$ cat config.mk
export PLATFORM = sky130hd
export DESIGN_NAME = usb_rx
export DESIGN_NICKNAME = d
export VERILOG_FILES = /design/src/logic/rx_pkg.sv /design/src/logic/usb_pkg.sv /design/src/logic/rx_fifo.sv /design/src/logic/usb_bit_unstuff.sv /design/src/logic/usb_byte_shift.sv /design/src/logic/usb_line_sync.sv /design/src/logic/usb_packet_fsm.sv /design/src/logic/usb_rx.sv
export SDC_FILE = /design/constraint.sdc
export NUM_CORES = 1
export LEC_CHECK = 0
export ABC_AREA = 1
export BUFFER_PORTS_ARGS = -buffer_cell sky130_fd_sc_hd__buf_2
export CAP_MARGIN = 20
export CELL_PAD_IN_SITES_DETAIL_PLACEMENT = 1
export CELL_PAD_IN_SITES_GLOBAL_PLACEMENT = 1
export CORE_ASPECT_RATIO = 0.7
export CORE_MARGIN = 5
export CORE_UTILIZATION = 30
export DETAILED_ROUTE_END_ITERATION = 8
export PLACE_DENSITY_LB_ADDON = 0.1
export SYNTH_ARGS = -nofsm -noshare
export SYNTH_HDL_FRONTEND = slang
export SYNTH_SLANG_ARGS = --single-unit
export TNS_END_PERCENT = 10
$ cat constraint.sdc
create_clock -name tb_clk -period 2.93 [get_ports tb_clk]
set_input_delay 0.879 -clock tb_clk [delete_from_list [all_inputs] [get_ports tb_clk]]
set_output_delay 0.879 -clock tb_clk [all_outputs]
set_load 0.01 [all_outputs]
$ cat src/logic/rx_pkg.sv
package rx_pkg;

    // bit timing, in clocks
    localparam int bit_clks     = 8;
    localparam int sample_point = 4;

    // payload buffer sizing
    localparam int fifo_depth = 8;
    localparam int fifo_ptr_w = $clog2(fifo_depth);

endpackage

$ cat src/logic/usb_pkg.sv
package usb_pkg;

    // one byte on the bus
    typedef logic [7:0] byte_t;

    // packet class reported to the host side
    typedef enum logic [2:0] {
        pkt_none  = 3'd0,
        pkt_in    = 3'd1,
        pkt_out   = 3'd2,
        pkt_data  = 3'd3,
        pkt_ack   = 3'd4,
        pkt_nak   = 3'd5,
        pkt_other = 3'd6
    } rx_packet_t;

    // sync pattern as assembled lsb first
    localparam byte_t sync_byte = 8'h80;

    // pid low nibbles
    localparam logic [3:0] pid_out   = 4'b0001;
    localparam logic [3:0] pid_in    = 4'b1001;
    localparam logic [3:0] pid_data0 = 4'b0011;
    localparam logic [3:0] pid_data1 = 4'b1011;
    localparam logic [3:0] pid_ack   = 4'b0010;
    localparam logic [3:0] pid_nak   = 4'b1010;

    // framing
    localparam int stuff_limit = 6;
    localparam int token_bytes = 2;
    localparam int crc16_bytes = 2;

endpackage

$ cat src/logic/rx_fifo.sv
`timescale 1ns/1ps

module rx_fifo #(
    parameter int depth = rx_pkg::fifo_depth
) (
    input  logic           tb_clk,
    input  logic           tb_n_rst,
    input  logic           store,
    input  usb_pkg::byte_t store_data,
    input  logic           r_enable,
    output usb_pkg::byte_t r_data,
    output logic           empty,
    output logic           full
);
    import usb_pkg::*;

    localparam int ptr_w = $clog2(depth);
    localparam int cnt_w = ptr_w + 1;

    byte_t            mem [depth];
    logic [ptr_w-1:0] wr_ptr;
    logic [ptr_w-1:0] rd_ptr;
    logic [cnt_w-1:0] count;
    logic             do_write;
    logic             do_read;

    assign do_write = store && !full;
    assign do_read  = r_enable && !empty;
    assign empty    = (count == '0);
    assign full     = (count == cnt_w'(depth));
    // first word falls through
    assign r_data   = mem[rd_ptr];

    always_ff @(posedge tb_clk) begin
        if (do_write) begin
            mem[wr_ptr] <= store_data;
        end
    end

    // pointers wrap at a power of two depth
    always_ff @(posedge tb_clk, negedge tb_n_rst) begin
        if (!tb_n_rst) begin
            wr_ptr <= '0;
            rd_ptr <= '0;
            count  <= '0;
        end else begin
            if (do_write) begin
                wr_ptr <= wr_ptr + 1'b1;
            end
            if (do_read) begin
                rd_ptr <= rd_ptr + 1'b1;
            end
            case ({do_write, do_read})
                2'b10:   count <= count + 1'b1;
                2'b01:   count <= count - 1'b1;
                default: count <= count;
            endcase
        end
    end

endmodule

$ cat src/logic/usb_bit_unstuff.sv
`timescale 1ns/1ps

module usb_bit_unstuff (
    input  logic tb_clk,
    input  logic tb_n_rst,
    input  logic bit_strobe,
    input  logic line_bit,
    input  logic eop,
    input  logic active,
    output logic data_strobe,
    output logic data_bit,
    output logic stuff_error,
    output logic eop_out,
    output logic active_out
);
    import usb_pkg::*;

    localparam int ones_w = $clog2(stuff_limit + 1);

    logic [ones_w-1:0] ones;
    logic              stuff_due;

    // next bit is a stuffed zero
    assign stuff_due = (ones == ones_w'(stuff_limit));

    // framing passes straight on
    assign eop_out    = eop;
    assign active_out = active;

    always_ff @(posedge tb_clk, negedge tb_n_rst) begin
        if (!tb_n_rst) begin
            ones        <= '0;
            data_strobe <= 1'b0;
            data_bit    <= 1'b0;
            stuff_error <= 1'b0;
        end else begin
            data_strobe <= 1'b0;
            stuff_error <= 1'b0;
            if (!active) begin
                ones <= '0;
            end else if (bit_strobe) begin
                if (stuff_due) begin
                    // swallow it, a one here is a violation
                    ones        <= '0;
                    stuff_error <= line_bit;
                end else begin
                    data_strobe <= 1'b1;
                    data_bit    <= line_bit;
                    ones        <= line_bit ? ones + 1'b1 : '0;
                end
            end
        end
    end

endmodule

$ cat src/logic/usb_byte_shift.sv
`timescale 1ns/1ps

module usb_byte_shift (
    input  logic           tb_clk,
    input  logic           tb_n_rst,
    input  logic           data_strobe,
    input  logic           data_bit,
    input  logic           active,
    output logic           byte_strobe,
    output usb_pkg::byte_t rx_byte,
    output logic           byte_pending
);
    import usb_pkg::*;

    localparam int cnt_w = $clog2($bits(byte_t));

    logic [cnt_w-1:0] bit_cnt;
    byte_t            shreg;

    // full byte sits in the shifter until the next bit
    assign rx_byte      = shreg;
    assign byte_pending = (bit_cnt != '0);

    // lsb arrives first, shift in from the top
    always_ff @(posedge tb_clk) begin
        if (data_strobe) begin
            shreg <= {data_bit, shreg[7:1]};
        end
    end

    always_ff @(posedge tb_clk, negedge tb_n_rst) begin
        if (!tb_n_rst) begin
            bit_cnt     <= '0;
            byte_strobe <= 1'b0;
        end else begin
            byte_strobe <= 1'b0;
            if (!active) begin
                bit_cnt <= '0;
            end else if (data_strobe) begin
                // counter wraps to zero on the eighth bit
                bit_cnt <= bit_cnt + 1'b1;
                if (bit_cnt == '1) begin
                    byte_strobe <= 1'b1;
                end
            end
        end
    end

endmodule

$ cat src/logic/usb_line_sync.sv
`timescale 1ns/1ps

module usb_line_sync (
    input  logic tb_clk,
    input  logic tb_n_rst,
    input  logic d_plus,
    input  logic d_minus,
    output logic bit_strobe,
    output logic line_bit,
    output logic eop,
    output logic active
);
    import rx_pkg::*;

    localparam int cnt_w = $clog2(bit_clks);

    typedef enum logic [1:0] {
        ln_idle,
        ln_active,
        ln_wait_j
    } line_state_t;

    line_state_t      state;
    logic             dp_meta;
    logic             dm_meta;
    logic             dp_sync;
    logic             dm_sync;
    logic             dp_last;
    logic             dm_last;
    logic             prev_level;
    logic [cnt_w-1:0] bit_cnt;
    logic             line_edge;
    logic             line_j;
    logic             line_k;
    logic             se0;
    logic             sample;

    assign line_edge = (dp_sync != dp_last) || (dm_sync != dm_last);
    assign line_j    = dp_sync && !dm_sync;
    assign line_k    = !dp_sync && dm_sync;
    assign se0       = !dp_sync && !dm_sync;
    assign sample    = (bit_cnt == cnt_w'(sample_point - 1));
    assign active    = (state == ln_active);

    // ********************
    // synchronizer, idles at J
    always_ff @(posedge tb_clk, negedge tb_n_rst) begin
        if (!tb_n_rst) begin
            dp_meta <= 1'b1;
            dm_meta <= 1'b0;
            dp_sync <= 1'b1;
            dm_sync <= 1'b0;
            dp_last <= 1'b1;
            dm_last <= 1'b0;
        end else begin
            dp_meta <= d_plus;
            dm_meta <= d_minus;
            dp_sync <= dp_meta;
            dm_sync <= dm_meta;
            dp_last <= dp_sync;
            dm_last <= dm_sync;
        end
    end

    // bit counter, realigned by every line edge
    always_ff @(posedge tb_clk, negedge tb_n_rst) begin
        if (!tb_n_rst) begin
            bit_cnt <= '0;
        end else if (line_edge) begin
            bit_cnt <= cnt_w'(1);
        end else if (bit_cnt == cnt_w'(bit_clks - 1)) begin
            bit_cnt <= '0;
        end else begin
            bit_cnt <= bit_cnt + 1'b1;
        end
    end

    // ********************
    // nrzi decode and eop
    always_ff @(posedge tb_clk, negedge tb_n_rst) begin
        if (!tb_n_rst) begin
            state      <= ln_idle;
            bit_strobe <= 1'b0;
            line_bit   <= 1'b1;
            eop        <= 1'b0;
            prev_level <= 1'b1;
        end else begin
            bit_strobe <= 1'b0;
            eop        <= 1'b0;
            case (state)
                ln_idle: begin
                    prev_level <= 1'b1;
                    // first K after idle starts the packet
                    if (line_edge && line_k) begin
                        state <= ln_active;
                    end
                end
                ln_active: begin
                    if (sample) begin
                        if (se0) begin
                            eop   <= 1'b1;
                            state <= ln_wait_j;
                        end else begin
                            bit_strobe <= 1'b1;
                            line_bit   <= (dp_sync == prev_level);
                            prev_level <= dp_sync;
                        end
                    end
                end
                ln_wait_j: begin
                    if (line_j) begin
                        state <= ln_idle;
                    end
                end
                default: state <= ln_idle;
            endcase
        end
    end

endmodule

$ cat src/logic/usb_packet_fsm.sv
`timescale 1ns/1ps

module usb_packet_fsm (
    input  logic                tb_clk,
    input  logic                tb_n_rst,
    input  logic                byte_strobe,
    input  usb_pkg::byte_t      rx_byte,
    input  logic                byte_pending,
    input  logic                eop,
    input  logic                active,
    input  logic                stuff_error,
    output logic                store,
    output usb_pkg::byte_t      store_data,
    output usb_pkg::rx_packet_t rx_packet,
    output logic                r_error,
    output logic                packet_done,
    output logic                receiving
);
    import usb_pkg::*;

    localparam int cnt_w = 4;

    typedef enum logic [2:0] {
        st_idle,
        st_sync,
        st_pid,
        st_body,
        st_skip
    } state_t;

    state_t           state;
    logic [cnt_w-1:0] byte_cnt;
    byte_t            hold_new;
    byte_t            hold_old;
    logic             pid_ok;
    rx_packet_t       pid_class;
    logic             body_ok;
    logic             hold_full;

    function automatic rx_packet_t classify(input logic [3:0] pid);
        case (pid)
            pid_in:    return pkt_in;
            pid_out:   return pkt_out;
            pid_data0: return pkt_data;
            pid_data1: return pkt_data;
            pid_ack:   return pkt_ack;
            pid_nak:   return pkt_nak;
            default:   return pkt_other;
        endcase
    endfunction

    // check nibble is the complement of the pid
    assign pid_ok    = (rx_byte[7:4] == ~rx_byte[3:0]);
    assign pid_class = classify(rx_byte[3:0]);
    // two newer bytes behind the oldest held one
    assign hold_full = (byte_cnt >= cnt_w'(crc16_bytes));

    // packet complete and clean on a byte boundary
    always_comb begin
        body_ok = 1'b0;
        if (state == st_body && !r_error && !byte_pending && !stuff_error) begin
            case (rx_packet)
                pkt_in, pkt_out: body_ok = (byte_cnt == cnt_w'(token_bytes));
                pkt_data:        body_ok = hold_full;
                default:         body_ok = 1'b0;
            endcase
        end
    end

    // ********************
    // crc holdback
    always_ff @(posedge tb_clk) begin
        if (state == st_body && byte_strobe) begin
            hold_old   <= hold_new;
            hold_new   <= rx_byte;
            store_data <= hold_old;
        end
    end

    // ********************
    // packet sequencing and status
    always_ff @(posedge tb_clk, negedge tb_n_rst) begin
        if (!tb_n_rst) begin
            state       <= st_idle;
            byte_cnt    <= '0;
            store       <= 1'b0;
            rx_packet   <= pkt_none;
            r_error     <= 1'b0;
            packet_done <= 1'b0;
            receiving   <= 1'b0;
        end else begin
            store <= 1'b0;
            if (receiving && stuff_error) begin
                r_error <= 1'b1;
            end
            if (state != st_idle && eop) begin
                state       <= st_idle;
                receiving   <= 1'b0;
                packet_done <= body_ok;
                // truncated header or partial byte
                if (byte_pending || stuff_error || state == st_sync || state == st_pid) begin
                    r_error <= 1'b1;
                end
            end else begin
                case (state)
                    st_idle: begin
                        if (active) begin
                            state       <= st_sync;
                            receiving   <= 1'b1;
                            byte_cnt    <= '0;
                            rx_packet   <= pkt_none;
                            r_error     <= 1'b0;
                            packet_done <= 1'b0;
                        end
                    end
                    st_sync: begin
                        if (byte_strobe) begin
                            if (rx_byte == sync_byte) begin
                                state <= st_pid;
                            end else begin
                                r_error <= 1'b1;
                                state   <= st_skip;
                            end
                        end
                    end
                    st_pid: begin
                        if (byte_strobe) begin
                            if (!pid_ok) begin
                                r_error <= 1'b1;
                                state   <= st_skip;
                            end else begin
                                rx_packet <= pid_class;
                                if (pid_class == pkt_in || pid_class == pkt_out ||
                                    pid_class == pkt_data) begin
                                    state <= st_body;
                                end else begin
                                    state <= st_skip;
                                end
                            end
                        end
                    end
                    st_body: begin
                        if (byte_strobe) begin
                            if (byte_cnt != '1) begin
                                byte_cnt <= byte_cnt + 1'b1;
                            end
                            store <= (rx_packet == pkt_data) && hold_full;
                        end
                    end
                    default: begin
                        // ignore the rest until eop
                    end
                endcase
            end
        end
    end

endmodule

$ cat src/logic/usb_rx.sv
`timescale 1ns/1ps

module usb_rx (
    input  logic                tb_clk,
    input  logic                tb_n_rst,
    input  logic                d_plus,
    input  logic                d_minus,
    input  logic                r_enable,
    output usb_pkg::byte_t      rx_packet_data,
    output usb_pkg::rx_packet_t rx_packet,
    output logic                r_error,
    output logic                packet_done,
    output logic                receiving,
    output logic                empty,
    output logic                full
);
    import usb_pkg::*;

    // line level
    logic  line_strobe;
    logic  line_bit;
    logic  line_eop;
    logic  line_active;
    // after unstuffing
    logic  data_strobe;
    logic  data_bit;
    logic  stuff_error;
    logic  eop;
    logic  active;
    // bytes and payload writes
    logic  byte_strobe;
    logic  byte_pending;
    byte_t rx_byte;
    logic  store;
    byte_t store_data;

    // ********************
    // serial receive chain
    usb_line_sync u_line_sync (
        .tb_clk     (tb_clk),
        .tb_n_rst   (tb_n_rst),
        .d_plus     (d_plus),
        .d_minus    (d_minus),
        .bit_strobe (line_strobe),
        .line_bit   (line_bit),
        .eop        (line_eop),
        .active     (line_active)
    );

    usb_bit_unstuff u_bit_unstuff (
        .tb_clk      (tb_clk),
        .tb_n_rst    (tb_n_rst),
        .bit_strobe  (line_strobe),
        .line_bit    (line_bit),
        .eop         (line_eop),
        .active      (line_active),
        .data_strobe (data_strobe),
        .data_bit    (data_bit),
        .stuff_error (stuff_error),
        .eop_out     (eop),
        .active_out  (active)
    );

    usb_byte_shift u_byte_shift (
        .tb_clk       (tb_clk),
        .tb_n_rst     (tb_n_rst),
        .data_strobe  (data_strobe),
        .data_bit     (data_bit),
        .active       (active),
        .byte_strobe  (byte_strobe),
        .rx_byte      (rx_byte),
        .byte_pending (byte_pending)
    );

    usb_packet_fsm u_packet_fsm (
        .tb_clk       (tb_clk),
        .tb_n_rst     (tb_n_rst),
        .byte_strobe  (byte_strobe),
        .rx_byte      (rx_byte),
        .byte_pending (byte_pending),
        .eop          (eop),
        .active       (active),
        .stuff_error  (stuff_error),
        .store        (store),
        .store_data   (store_data),
        .rx_packet    (rx_packet),
        .r_error      (r_error),
        .packet_done  (packet_done),
        .receiving    (receiving)
    );

    // ********************
    // payload buffer
    rx_fifo u_rx_fifo (
        .tb_clk     (tb_clk),
        .tb_n_rst   (tb_n_rst),
        .store      (store),
        .store_data (store_data),
        .r_enable   (r_enable),
        .r_data     (rx_packet_data),
        .empty      (empty),
        .full       (full)
    );

endmodule

==> results.cfg <==
[layout]
area_delta_synth_final_pct = 18.5
layout.area.seq_sq_um = 4120
drive_gt1_share_pct = 15.6
final_cells = 867
stdcell_area_sq_um = 7250
mostFrequentLayoutCell = nand2_1
multi_input_area_sq_um = 1780
final_nets = 606
final_cell_mix = nand2_1 (119), edfxtp_1 (96), nor2_1 (70)
fillers = 2179
diodes = 0

[route]
route.vias.total = 3876
first_pass_iters = 4
wire_per_inst_um = 15.6
wl_um = 13500
drt_iter0_drc = 266
drc_errors = 0
vias_per_cell = 4.47
ant_nets = 0

[hold_path]
min_to = u_line_sync.dp_sync$_DFF_PN1_
holdPathStages = 0
hp-class = reg -> reg
hold_start = u_line_sync.dp_meta$_DFF_PN1_

[timing]
drv_slew = 0
post-route-min-period_ns = 2.64
max_freq_mhz = 379
slew_headroom_pct = 42.0
tns_ns = 0
fin_crit_sh_pct = 90.0
rsz0062_at_grt = no
clock_skew_ns = 0.0107
tightest_slew_ns = 0.870
timing.final.hold_violations = 0
holdWs_ns = 0.367
setup_viol = 0

[floorplan]
die_y_um = 129
dieArea_sq_um = 23400
rows = 43
dieWidth_um = 181
ios = 21
core-area_sq_um = 19900
initial_core_util_pct = 30.7

[global_routing]
antenna_found_initial = 0
grt_max_degree = 38
grt_pass1_wl_um = 22800
overflow = 0
grt.total_usage_pct = 12.4
grt_pass1_vias = 4246

[setup_path]
crit_type = reg -> out
required_ns = 2.05
worst_setup_path_start_kind = register
crit_arrival_ns = 1.76
cp_slowest_cell = dfrtp_1
slowest_delay_ns = 0.32
cp_cell_sequence = buf_4 -> o21ai_0 -> o22ai_1 -> nand2_1 -> nand2_1 -> buf_2
ff2ff_path_depth = 14
regToRegSetupSlack_ns = 0.73
cp-end-kind = output pin
worst-path-max-fanout = 34
rr_endpoint = u_rx_fifo.count[3]$_DFFE_PN0P_
r2r_start = u_rx_fifo.count[1]$_DFFE_PN0P_
crit_path_frequent_cell = nand2_1

[placement]
place_inst = 836
io_buffer_count = 20
dp_hpwl_um = 9250
globalplace.congestion = 0.750
placed_area_sq_um = 6610

[synth]
synth_seq_cells = 145
synth_cells = 542
seq_area_frac_synth_pct = 67.2
syn_avg_cell_area_sq_um = 11.3
ys_types = 38
ys_warn_count = 0
syn_nets = 563
netlist_area_sq_um = 6120

[clock_network]
clock_latency_ns = 0.42
cts_setup_buffers = 0
htreeDepth = 4
cts_resized = 0
numCtsBuffers = 17
clk_pin_slew_ns = 0.07
cts_tree = built
postCtsHoldBufs = 0
cts-root-buf = clkbuf_16
ctsLongestPathBuffers = 2
numClockSinks = 145

[pwr]
p_total_w = 0.00638
power.leakage_nw = 2.99
peakVddDrop_uv = 342
p_per_area_nw_per_um2 = 880

[job]
maxCapViolCount = 0

[status]
status = finished, final reports clean
==> flip-flops by register name, summed over array words and instances, names as in the netlist, 2 cells and up <==
name and count:
u_packet_fsm.store_data 8, u_packet_fsm.byte_cnt 4, u_rx_fifo.wr_ptr 3, u_line_sync.state 2, u_packet_fsm.state 3, u_byte_shift.bit_cnt 3, u_rx_fifo.count 4, u_rx_fifo.rd_ptr 3
u_rx_fifo.mem 64, u_packet_fsm.hold_new 8, u_line_sync.bit_cnt 3, u_byte_shift.rx_byte 8, u_bit_unstuff.ones 3, u_packet_fsm.hold_old 8, u_packet_fsm.rx_packet 3
==> cell type report <==
cell class	count	share of cell area [%]
inverter	48	2.48
timing repair buffer	34	2.83
tap	270	4.66
multi-input combinational	339	24.5
clock inverter	14	2.93
clock buffer	17	5.87
sequential	145	56.7
==> critical path: cells and delay by family (launching register included) <==
family                 cells  cell delay (ns)
AOI/OAI and AO/OA          2             0.33
buffers and inverters      2             0.46
DFF                        1             0.32
and+or+nand+nor            2             0.23
==> metal layers <==
metal / vias up / global-route usage (%) / wire, um
li1: 1908 / - / -
met1: 1922 / 17.8 / 7120
met2: 35 / 18.7 / 5870
met3: 11 / 3.45 / 354
met4: 0 / 3.33 / 140
met5: - / 0 / 0
==> how the worst max path moves through the flow <==
| stage | start | endpoint | slack (ns) | cells after the start |
|---|---|---|---|---|
| floorplan | r_enable | u_rx_fifo.count[3]$_DFFE_PN0P_ | 0.72 | 12 |
| global placement | r_enable | u_rx_fifo.count[3]$_DFFE_PN0P_ | 0.50 | 13 |
| detailed placement | r_enable | u_rx_fifo.count[3]$_DFFE_PN0P_ | 0.41 | 13 |
| CTS | u_rx_fifo.rd_ptr[0]$_DFFE_PN0P_ | rx_packet_data[3] | 0.24 | 6 |
| global route | u_rx_fifo.rd_ptr[0]$_DFFE_PN0P_ | rx_packet_data[4] | 0.14 | 8 |
| finish | u_rx_fifo.rd_ptr[1]$_DFFE_PN0P_ | rx_packet_data[7] | 0.29 | 6 |
==> through the flow <==
step	utilization, %	worst slack (ns)
final	36.4	0.292
after global routing	36.4	0.135
after CTS	36.4	0.245
after detailed placement	33.2	0.414
after global placement	33.2	0.496
after floorplan	-	0.717
==> logic make-up (layout without fill, tap and decap cells) <==
kind of cell / count (synthesis) / in the layout / synth area share, %
adder cells (fa/ha/maj): 16 / 16 / 3.39
buffers and inverters: 58 / 113 / 3.78
multiplexers: 8 / 8 / 1.31
AND/OR/NAND/NOR: 226 / 226 / 15.7
XOR/XNOR: 13 / 13 / 1.86
AO/OA/AOI/OAI: 76 / 76 / 6.73
flip-flops: 145 / 145 / 67.2
==> where the power goes <==
part | internal [W] | leakage [nW] | switching, W
Sequential | 0.00233 | 1.49 | 0.000139
Clock | 0.00151 | 0.303 | 0.000868
Combinational | 0.000563 | 1.20 | 0.000977
Total | 0.00439 | 2.99 | 0.00198
==> cell usage after synthesis (all sizes together) <==
cell	instances	area, sq um
a21oi	8	43.8
a22oi	1	7.51
buf	6	36.3
clkbuf	4	15.0
clkinv	1	3.75
dfrtp	44	1100
dfstp	5	131
edfxtp	96	2880
fa	1	20.0
ha	15	188
inv	47	176
mux2i	8	80.1
nand2	125	494
nand3	16	92.6
nand3b	1	7.51
nand4	1	6.26
nor2	76	308
nor3	3	26.3
nor4	2	12.5
o211ai	1	7.51
o21ai	56	288
o21bai	1	7.51
o22ai	8	50.1
o31ai	1	7.51
or2	2	12.5
xnor2	7	61.3
xor2	6	52.6
Note: power is estimated with default switching activity, not from simulation.
